[src/include/ahb_slave_cfg.svh]
// Bus widths, window count and reset window map for the AHB slave.
// Included by the package, the interface and every RTL module that
// sizes a port from these values.

`ifndef AHB_SLAVE_CFG_SVH
`define AHB_SLAVE_CFG_SVH

`define AHB_DATA_WIDTH 32
`define AHB_ADDR_WIDTH 32

// one select line per APB window
`define APB_SLAVES 4

// config registers live at 0 .. CFG_LAST_ADDR
`define CFG_LAST_ADDR 8

// window bases after reset
`define SLAVE_BASE_0 'h8000_0000
`define SLAVE_BASE_1 'h8400_0000
`define SLAVE_BASE_2 'h8800_0000
`define SLAVE_BASE_3 'h8C00_0000

`define SLAVE_SIZE_DEFAULT 'h0000_03FF

`endif

[src/hdl/ahb_slave_pkg.sv]
// Types shared by the AHB slave modules and its testbench.
// Referenced with scoped names, never imported.
`default_nettype none

`include "ahb_slave_cfg.svh"

package ahb_slave_pkg;

	typedef enum logic [1:0] {IDLE = 2'b00, BUSY = 2'b01, NONSEQ = 2'b10, SEQ = 2'b11} htrans_e;

	typedef enum logic [2:0] {
		BYTE     = 3'b000,
		HALFWORD = 3'b001,
		WORD     = 3'b010,
		DWORD    = 3'b011,
		LINE4    = 3'b100,
		LINE8    = 3'b101,
		LINE16   = 3'b110,
		LINE32   = 3'b111  // 1024 bit
	} hsize_e;

	// odd index holds a window base, even index its size
	typedef enum logic [3:0] {
		REG_RESERVED = 4'd0,
		REG_BASE0 = 4'd1,
		REG_SIZE0 = 4'd2,
		REG_BASE1 = 4'd3,
		REG_SIZE1 = 4'd4,
		REG_BASE2 = 4'd5,
		REG_SIZE2 = 4'd6,
		REG_BASE3 = 4'd7,
		REG_SIZE3 = 4'd8
	} cfg_reg_e;

	typedef enum logic [1:0] {RESP_OKAY, RESP_ERR_FIRST, RESP_ERR_SECOND} resp_state_e;

	typedef enum logic [1:0] {OKAY = 2'b00, ERROR = 2'b10} hresp_e;

	typedef struct packed {
		logic [`AHB_DATA_WIDTH-1:0] base;
		logic [`AHB_DATA_WIDTH-1:0] size;
	} slave_window_t;

endpackage

`default_nettype wire

[src/hdl/ahb_xfer_if.sv]
// Registered AHB address phase, shared between the capture stage,
// the config register file and the protocol checker.
`timescale 1ns/1ps
`default_nettype none

`include "ahb_slave_cfg.svh"

interface ahb_xfer_if;

	logic [`AHB_ADDR_WIDTH-1:0] addr;
	logic write;
	ahb_slave_pkg::hsize_e size;
	ahb_slave_pkg::htrans_e trans;
	logic cfg_hit;
	logic accepted;  // one cycle per NONSEQ/SEQ taken

	// transfer before the current one
	ahb_slave_pkg::htrans_e prev_trans;
	ahb_slave_pkg::hsize_e prev_size;
	logic prev_write;

	modport capture (output addr, write, size, trans, cfg_hit, accepted,
		prev_trans, prev_size, prev_write);

	modport regs (input addr, write, trans, cfg_hit, accepted);

	modport check (input addr, write, size, trans, cfg_hit, accepted,
		prev_trans, prev_size, prev_write);

endinterface

`default_nettype wire

[src/hdl/ahb_addr_phase.sv]
// Address phase register. Samples the bus whenever Hreadyin is high and
// flags NONSEQ/SEQ phases as accepted for the following data phase.
// Also keeps the transfer before it for the burst checks.
`timescale 1ns/1ps
`default_nettype none

`include "ahb_slave_cfg.svh"

module ahb_addr_phase (
	input wire Hclk,
	input wire Hresetn,
	input wire [`AHB_ADDR_WIDTH-1:0] Haddr,
	input wire ahb_slave_pkg::htrans_e Htrans,
	input wire ahb_slave_pkg::hsize_e Hsize,
	input wire Hwrite,
	input wire Hreadyin,
	input wire cfg_hit,
	ahb_xfer_if.capture xfer
);

	logic accept;

	assign accept = Hreadyin && (Htrans == ahb_slave_pkg::NONSEQ || Htrans == ahb_slave_pkg::SEQ);

	always_ff @(posedge Hclk or negedge Hresetn)
	begin
		if (!Hresetn)
		begin
			xfer.accepted <= 1'b0;
			xfer.trans <= ahb_slave_pkg::IDLE;
			xfer.prev_trans <= ahb_slave_pkg::IDLE;
		end
		else
		begin
			xfer.accepted <= accept;
			if (Hreadyin)  // held while the bus is stalled
			begin
				xfer.prev_trans <= xfer.trans;
				xfer.trans <= Htrans;
			end
		end
	end

	// payload of the phase, no reset
	always_ff @(posedge Hclk)
	begin
		if (Hreadyin)
		begin
			xfer.prev_size <= xfer.size;
			xfer.prev_write <= xfer.write;
			xfer.addr <= Haddr;
			xfer.size <= Hsize;
			xfer.write <= Hwrite;
			xfer.cfg_hit <= cfg_hit;
		end
	end

endmodule

`default_nettype wire

[src/hdl/ahb_cfg_regs.sv]
// Window base and size registers at config addresses 1 to 8.
// Written with Hwdata in the data phase of a config write, read back
// on config_reg_data during the data phase of a config read.
// Index 0 is reserved and reads as zero.
`timescale 1ns/1ps
`default_nettype none

`include "ahb_slave_cfg.svh"

module ahb_cfg_regs (
	input wire Hclk,
	input wire Hresetn,
	input wire [`AHB_DATA_WIDTH-1:0] Hwdata,
	ahb_xfer_if.regs xfer,
	output ahb_slave_pkg::slave_window_t windows [`APB_SLAVES],
	output logic [`AHB_DATA_WIDTH-1:0] config_reg_data
);

	ahb_slave_pkg::cfg_reg_e idx;
	logic cfg_wr;
	logic cfg_rd;
	logic [`AHB_DATA_WIDTH-1:0] rd_mux;

	assign idx = ahb_slave_pkg::cfg_reg_e'(xfer.addr[3:0]);
	assign cfg_wr = xfer.accepted && xfer.write && xfer.cfg_hit;
	// trans holds NONSEQ/SEQ for the whole data phase
	assign cfg_rd = xfer.cfg_hit && !xfer.write &&
		(xfer.trans == ahb_slave_pkg::NONSEQ || xfer.trans == ahb_slave_pkg::SEQ);

	always_ff @(posedge Hclk or negedge Hresetn)
	begin
		if (!Hresetn)
		begin
			windows[0] <= '{base: `SLAVE_BASE_0, size: `SLAVE_SIZE_DEFAULT};
			windows[1] <= '{base: `SLAVE_BASE_1, size: `SLAVE_SIZE_DEFAULT};
			windows[2] <= '{base: `SLAVE_BASE_2, size: `SLAVE_SIZE_DEFAULT};
			windows[3] <= '{base: `SLAVE_BASE_3, size: `SLAVE_SIZE_DEFAULT};
		end
		else if (cfg_wr)
		begin
			case (idx)
				ahb_slave_pkg::REG_BASE0: windows[0].base <= Hwdata;
				ahb_slave_pkg::REG_SIZE0: windows[0].size <= Hwdata;
				ahb_slave_pkg::REG_BASE1: windows[1].base <= Hwdata;
				ahb_slave_pkg::REG_SIZE1: windows[1].size <= Hwdata;
				ahb_slave_pkg::REG_BASE2: windows[2].base <= Hwdata;
				ahb_slave_pkg::REG_SIZE2: windows[2].size <= Hwdata;
				ahb_slave_pkg::REG_BASE3: windows[3].base <= Hwdata;
				ahb_slave_pkg::REG_SIZE3: windows[3].size <= Hwdata;
				default: ;  // reserved, write dropped
			endcase
		end
	end

	always_comb
	begin
		case (idx)
			ahb_slave_pkg::REG_BASE0: rd_mux = windows[0].base;
			ahb_slave_pkg::REG_SIZE0: rd_mux = windows[0].size;
			ahb_slave_pkg::REG_BASE1: rd_mux = windows[1].base;
			ahb_slave_pkg::REG_SIZE1: rd_mux = windows[1].size;
			ahb_slave_pkg::REG_BASE2: rd_mux = windows[2].base;
			ahb_slave_pkg::REG_SIZE2: rd_mux = windows[2].size;
			ahb_slave_pkg::REG_BASE3: rd_mux = windows[3].base;
			ahb_slave_pkg::REG_SIZE3: rd_mux = windows[3].size;
			default: rd_mux = '0;
		endcase
	end

	assign config_reg_data = cfg_rd ? rd_mux : '0;

endmodule

`default_nettype wire

[src/hdl/ahb_slave_decode.sv]
// Address decode for the current address phase.
// Drives one APB select per programmed window, flags the config region
// and raises valid for transfers to be forwarded to the APB side.
`timescale 1ns/1ps
`default_nettype none

`include "ahb_slave_cfg.svh"

module ahb_slave_decode (
	input wire [`AHB_ADDR_WIDTH-1:0] Haddr,
	input wire ahb_slave_pkg::htrans_e Htrans,
	input wire Hwrite,
	input wire Hreadyin,
	input wire ahb_slave_pkg::slave_window_t windows [`APB_SLAVES],
	input wire resp_active,
	output logic [`APB_SLAVES-1:0] Pselx_out,
	output logic valid,
	output logic cfg_hit
);

	logic [`AHB_DATA_WIDTH:0] win_end [`APB_SLAVES];  // extra bit so base+size cannot wrap
	logic active_trans;

	always_comb
	begin
		for (int i = 0; i < `APB_SLAVES; i++)
		begin
			win_end[i] = {1'b0, windows[i].base} + {1'b0, windows[i].size};
			Pselx_out[i] = (Haddr >= windows[i].base) && ({1'b0, Haddr} < win_end[i]);
		end
	end

	assign cfg_hit = (Haddr <= `CFG_LAST_ADDR);
	assign active_trans = (Htrans == ahb_slave_pkg::NONSEQ) || (Htrans == ahb_slave_pkg::SEQ);

	// config writes stay local
	assign valid = Hreadyin && active_trans && !resp_active && !(cfg_hit && Hwrite);

endmodule

`default_nettype wire

[src/hdl/ahb_err_resp.sv]
// Protocol checker and two-cycle ERROR response.
// The checks run in the data phase of each accepted transfer. A failing
// transfer gets ERROR with Hreadyout low, then ERROR with Hreadyout high.
// Outside errors Hreadyout follows Hreadyout_in, except for config writes.
`timescale 1ns/1ps
`default_nettype none

`include "ahb_slave_cfg.svh"

module ahb_err_resp (
	input wire Hclk,
	input wire Hresetn,
	input wire Hreadyout_in,
	ahb_xfer_if.check xfer,
	output ahb_slave_pkg::hresp_e Hresp,
	output logic Hreadyout,
	output logic resp_active
);

	ahb_slave_pkg::resp_state_e state_q;
	ahb_slave_pkg::resp_state_e state;
	logic active_d;  // phase was accepted during an error response
	logic [6:0] align_mask;
	logic misaligned;
	logic seq_after_idle;
	logic seq_mismatch;
	logic too_wide;
	logic err_found;
	logic cfg_wr;

	assign align_mask = 7'((8'd1 << xfer.size) - 8'd1);
	assign misaligned = !xfer.cfg_hit && (|(xfer.addr[6:0] & align_mask));
	assign seq_after_idle = (xfer.trans == ahb_slave_pkg::SEQ) &&
		(xfer.prev_trans == ahb_slave_pkg::IDLE);
	assign seq_mismatch = (xfer.trans == ahb_slave_pkg::SEQ) &&
		(xfer.prev_trans != ahb_slave_pkg::IDLE) &&
		((xfer.size != xfer.prev_size) || (xfer.write != xfer.prev_write));
	assign too_wide = ((11'd8 << xfer.size) > `AHB_DATA_WIDTH);
	assign err_found = misaligned || seq_after_idle || seq_mismatch || too_wide;

	// first error cycle is the data phase itself
	always_comb
	begin
		state = state_q;
		if (state_q == ahb_slave_pkg::RESP_OKAY && xfer.accepted && !active_d && err_found)
			state = ahb_slave_pkg::RESP_ERR_FIRST;
	end

	always_ff @(posedge Hclk or negedge Hresetn)
	begin
		if (!Hresetn)
		begin
			state_q <= ahb_slave_pkg::RESP_OKAY;
			active_d <= 1'b0;
		end
		else
		begin
			active_d <= resp_active;
			case (state)
				ahb_slave_pkg::RESP_ERR_FIRST: state_q <= ahb_slave_pkg::RESP_ERR_SECOND;
				default: state_q <= ahb_slave_pkg::RESP_OKAY;
			endcase
		end
	end

	assign resp_active = (state != ahb_slave_pkg::RESP_OKAY);
	assign cfg_wr = xfer.accepted && xfer.write && xfer.cfg_hit;
	assign Hresp = resp_active ? ahb_slave_pkg::ERROR : ahb_slave_pkg::OKAY;

	always_comb
	begin
		case (state)
			ahb_slave_pkg::RESP_ERR_FIRST: Hreadyout = 1'b0;
			ahb_slave_pkg::RESP_ERR_SECOND: Hreadyout = 1'b1;
			default: Hreadyout = cfg_wr ? 1'b1 : Hreadyout_in;
		endcase
	end

endmodule

`default_nettype wire

[src/hdl/ahb_slave_top.sv]
// AHB slave side of the AHB-to-APB bridge.
// Decodes the APB selects, holds the window config registers and
// answers protocol errors with the two-cycle ERROR response.
`timescale 1ns/1ps
`default_nettype none

`include "ahb_slave_cfg.svh"

module ahb_slave_top (
	input wire Hclk,
	input wire Hresetn,
	input wire [1:0] Htrans,
	input wire [2:0] Hsize,
	input wire Hreadyin,
	input wire [`AHB_DATA_WIDTH-1:0] Hwdata,
	input wire [`AHB_ADDR_WIDTH-1:0] Haddr,
	input wire Hwrite,
	input wire Hreadyout_in,
	output logic [1:0] Hresp,
	output logic Hreadyout,
	output logic [`APB_SLAVES-1:0] Pselx_out,
	output logic valid,
	output logic [`AHB_DATA_WIDTH-1:0] config_reg_data
);

	ahb_slave_pkg::htrans_e htrans;
	ahb_slave_pkg::hsize_e hsize;
	ahb_slave_pkg::hresp_e hresp;
	ahb_slave_pkg::slave_window_t windows [`APB_SLAVES];
	logic cfg_hit;
	logic resp_active;

	assign htrans = ahb_slave_pkg::htrans_e'(Htrans);
	assign hsize = ahb_slave_pkg::hsize_e'(Hsize);
	assign Hresp = hresp;

	ahb_xfer_if xfer ();

	ahb_addr_phase u_addr_phase (.Hclk(Hclk), .Hresetn(Hresetn), .Haddr(Haddr),
		.Htrans(htrans), .Hsize(hsize), .Hwrite(Hwrite), .Hreadyin(Hreadyin),
		.cfg_hit(cfg_hit), .xfer(xfer));

	ahb_cfg_regs u_cfg_regs (.Hclk(Hclk), .Hresetn(Hresetn), .Hwdata(Hwdata),
		.xfer(xfer), .windows(windows), .config_reg_data(config_reg_data));

	ahb_slave_decode u_decode (.Haddr(Haddr), .Htrans(htrans), .Hwrite(Hwrite),
		.Hreadyin(Hreadyin), .windows(windows), .resp_active(resp_active),
		.Pselx_out(Pselx_out), .valid(valid), .cfg_hit(cfg_hit));

	ahb_err_resp u_err_resp (.Hclk(Hclk), .Hresetn(Hresetn), .Hreadyout_in(Hreadyout_in),
		.xfer(xfer), .Hresp(hresp), .Hreadyout(Hreadyout), .resp_active(resp_active));

endmodule

`default_nettype wire

[config.mk]
export PLATFORM = sky130hd
export DESIGN_NAME = ahb_slave_top
export DESIGN_NICKNAME = d
export VERILOG_FILES = /design/src/hdl/ahb_slave_pkg.sv /design/src/hdl/ahb_xfer_if.sv /design/src/hdl/ahb_addr_phase.sv /design/src/hdl/ahb_cfg_regs.sv /design/src/hdl/ahb_slave_decode.sv /design/src/hdl/ahb_err_resp.sv /design/src/hdl/ahb_slave_top.sv
export VERILOG_INCLUDE_DIRS = /design/src /design/src/include
export SDC_FILE = /design/constraint.sdc
export NUM_CORES = 1
export LEC_CHECK = 0
export ABC_AREA = 1
export ABC_CLOCK_PERIOD_IN_PS = 5500
export BUFFER_PORTS_ARGS = -buffer_cell sky130_fd_sc_hd__buf_2
export CORE_MARGIN = 2
export CORE_UTILIZATION = 25
export DETAILED_ROUTE_END_ITERATION = 10
export GPL_ROUTABILITY_DRIVEN = 0
export PLACE_DENSITY_LB_ADDON = 0.3
export REMOVE_ABC_BUFFERS = 1
export SYNTH_ARGS = -nofsm -noshare
export SYNTH_HDL_FRONTEND = slang
export SYNTH_SLANG_ARGS = --single-unit
export TNS_END_PERCENT = 50
[constraint.sdc]
create_clock -name Hclk -period 5.5 [get_ports Hclk]
set_input_delay 0.825 -clock Hclk [delete_from_list [all_inputs] [get_ports Hclk]]
set_output_delay 0.825 -clock Hclk [all_outputs]
set_load 0.03 [all_outputs]
==> results.cfg <==
[yosys]
yosys.area.top_type = dfrtp_1
ys_types = 62
ys_warn_count = 0
yosys_most_used_dff = dfrtp_1
syn-mean-instance-area_um2 = 7.448
yosys-top-cells-area = dfrtp_1 (21%), ha_1 (19%), nand2_1 (12%), o21ai_0 (7.0%), inv_1 (5.5%)
async_reset_ff_share_pct = 94.27
synth_top_cell_area_share_pct = 21.50
yosysSeqAreaShare_pct = 28.46
syn-cell-area_mm2 = 0.02503
synth-edff-count = 16
ys_seq_elements = 279
synthCells = 3360

[clocking]
cts.clk_slew.worst_paths_ps = 60
cts_sinks = 279
htree_num_levels = 2
cts-root-buf = clkbuf_16
clock_path_buffers = 3
post-cts-setup-buffer-count = 0
numCtsBuffers = 34
clkLatencyLatePin_ps = 560
tritoncts = done

[route]
routed_wl_um = 99940
dr.pass1.iters = 5
vias = 24182
first_iter_violations = 2078
routedWlPerCell_um = 20.90
drc_errors = 0
vias_per_cell = 5.057
final_antenna_net_count = 0

[pwr]
p_leak_nw = 14.24
powerDensity_mw_per_mm2 = 378.9
switching_share_pct = 45.03
seq_power_share_pct = 27.2
peakVddDrop_uv = 202.8
clkPwrFrac_pct = 21.3
switchingPower_w = 0.004811
combPwrFrac_pct = 51.5
p_int_w = 0.005871

[critical_path]
reg2reg_from = u_addr_phase.xfer.addr[0]
crit_buf_inv = 2
cpMaxStageDelayCell = nor4_1
cp_common_cell = nand4_1
crit_type = flop to output port
crit_path_cell_trace = ha_1 > fa_1 > nand2_1 > nand2_1 > and2_2 > a21oi_4 > o21ai_2 > a21oi_4 > xor2_1 > ha_1 > nand4_1 > inv_1 > nand4_1 > nor4_1 > nand4_1 > nand3_1 > nor2_1 > buf_2
cp_data_required_time_ps = 4680
arrival_ps = 4370
cp-startpoint = u_cfg_regs.windows[96]
slowest_delay_ps = 560
critPathTopFamily = simple AND/OR/NAND/NOR gates
cp-start-kind = flop
crit_path_end_kind = output port
cp_max_fo = 4

[cells_and_area]
filler_cell_count = 10907
drive_gt1_share_pct = 9.360
final_common_cell = nand2_1
finalNetCount = 3916
final_cell_mix = nand2_1 (826), ha_1 (381), inv_1 (367), o21ai_0 (352), a21oi_1 (260)
final_area_mm2 = 0.02819
area_growth_pct = 12.66

[floorplan]
die_area_mm2 = 0.1027
die_y_um = 320.4
core_area_mm2 = 0.09971
die_w_um = 320.4
start_util_pct = 25.10
row_count = 116
pin_count = 114

[sta]
tightest_slew_ps = 1148
setup_viol = 0
period_needed_ps = 5198
hold_viol = 0
fin_skew_ps = 23.84
fmax_ghz = 0.1924
maxSlewHeadroom_pct = 23.45
drv_slew = 0
rsz0062_at_grt = false
hold_ws_ps = 238.5
finalCritPeriodShare_pct = 94.50
fin_setup_tns_ps = 0

[global_routing]
grt_pass1_vias = 23291
antenna_found_initial = 4
gr-usage-all-layers_pct = 19.09
grt_pass1_wl_um = 147400
grt_max_degree = 99
gr-total-overflow = 0

[place]
hpwlAfterDp_um = 79960
numPortBuffers = 112
place_area_mm2 = 0.02711

[outcome]
outcome = finished, final reports clean

[worst_hold_path]
min_path_type = input pin to asynchronous set/reset pin

[run]
drv_cap = 0
==> power by group through the flow <==
stage                     Clock [W]  Sequential, W  Combinational (W)
final                       0.00227        0.00291            0.00551
after global routing        0.00239        0.00294            0.00625
after CTS                   0.00232        0.00289            0.00549
after detailed placement          0        0.00292            0.00546
after global placement            0        0.00291            0.00542
after floorplan                   0        0.00272            0.00402
==> worst paths after layout <==
kind / cells after the start / endpoint / slack, ps
max: 18 / Pselx_out[2] / 300
min: 1 / u_cfg_regs.windows[34] / 240
max reg2reg: 6 / u_cfg_regs.windows[189] / 2140
min reg2reg: 0 / u_addr_phase.xfer.prev_write / 450
max in group asynchronous: 2 / u_cfg_regs.windows[16] / 3970
min in group Hclk: 1 / u_addr_phase.xfer.size[2] / 440
==> registers in the layout, indices dropped and copies added, names as in the netlist <==
| name | cells |
|---|---|
| u_addr_phase.xfer.prev_write | 1 |
| u_addr_phase.xfer.size | 3 |
| u_err_resp.state_q | 1 |
| u_addr_phase.xfer.addr | 7 |
| u_err_resp.active_d | 1 |
| u_addr_phase.xfer.trans | 2 |
| u_addr_phase.xfer.accepted | 1 |
| u_addr_phase.xfer.prev_trans | 2 |
| u_addr_phase.xfer.prev_size | 3 |
| u_cfg_regs.windows | 256 |
| u_addr_phase.xfer.write | 1 |
| u_addr_phase.xfer.cfg_hit | 1 |
==> what timing repair did <==
action | CTS | global route
gates resized for setup | 0 | 1
setup endpoints to repair | 0 | 1
hold buffers | 0 | 0
==> per-stage QoR <==
stage | total power (W) | utilization [%] | setup slack, ps | cells
5_1_grt | 0.01158 | 28.27 | 29.19 | 4781
4_1_cts | 0.01070 | 28.27 | 155.7 | 4781
3_3_place_gp | 0.008333 | 27.19 | 763.2 | 4719
3_5_place_dp | 0.008375 | 27.19 | 776.0 | 4719
2_1_floorplan | 0.006733 | - | 1393 | 3286
6_report | 0.01068 | 28.28 | 302.3 | 4782
==> area by class of cell <==
class	instances	area (um2)	share of cell area (%)
multi-input cells	2632	16220	57.53
flip-flops and latches	279	7122	25.26
well taps	1298	1624	5.760
inverters	375	1408	4.992
clock buffers	48	933.4	3.311
repair buffers	135	743.2	2.636
clock inverters	14	142.6	0.5059
diodes	1	2.502	0.008875
==> metal layers <==
layer  vias to the layer above  GRT usage, %  routed length, um
met3                       152         2.456               6783
met1                     11507         26.69              46050
li1                      11699             -                  -
met5                         -             0                 13
met4                         2         5.749               3144
met2                       822         30.56              43950
==> cell usage after synthesis (all sizes together), types with 6 or more instances <==
cell type	instances
o22ai	24
a221oi	44
nand3	64
o211ai	11
or2	9
and3	7
nand4	43
dfrtp	215
clkbuf	61
o2111ai	6
a21o	20
inv	371
o21a	21
nor3	41
nor2	210
a21boi	8
dfstp	48
a21oi	276
buf	13
ha	381
nor4	18
nand2	854
o21bai	26
xor2	44
o21ai	368
a31oi	45
xnor2	68
edfxtp	16
nor3b	6
==> logic make-up (layout without fill, tap and decap cells) <==
kind of cell	Yosys count	count (layout)	share of synthesized area (%)
adder cells (fa/ha/maj)	385	385	19.37
XOR/XNOR	112	112	3.920
AO/OA/AOI/OAI	871	871	20.34
other	1	2	0.01498
buffers and inverters	449	572	6.819
AND/OR/NAND/NOR	1263	1263	21.08
flip-flops	279	279	28.46
No activity file was read; power rests on OpenSTA's default activity.
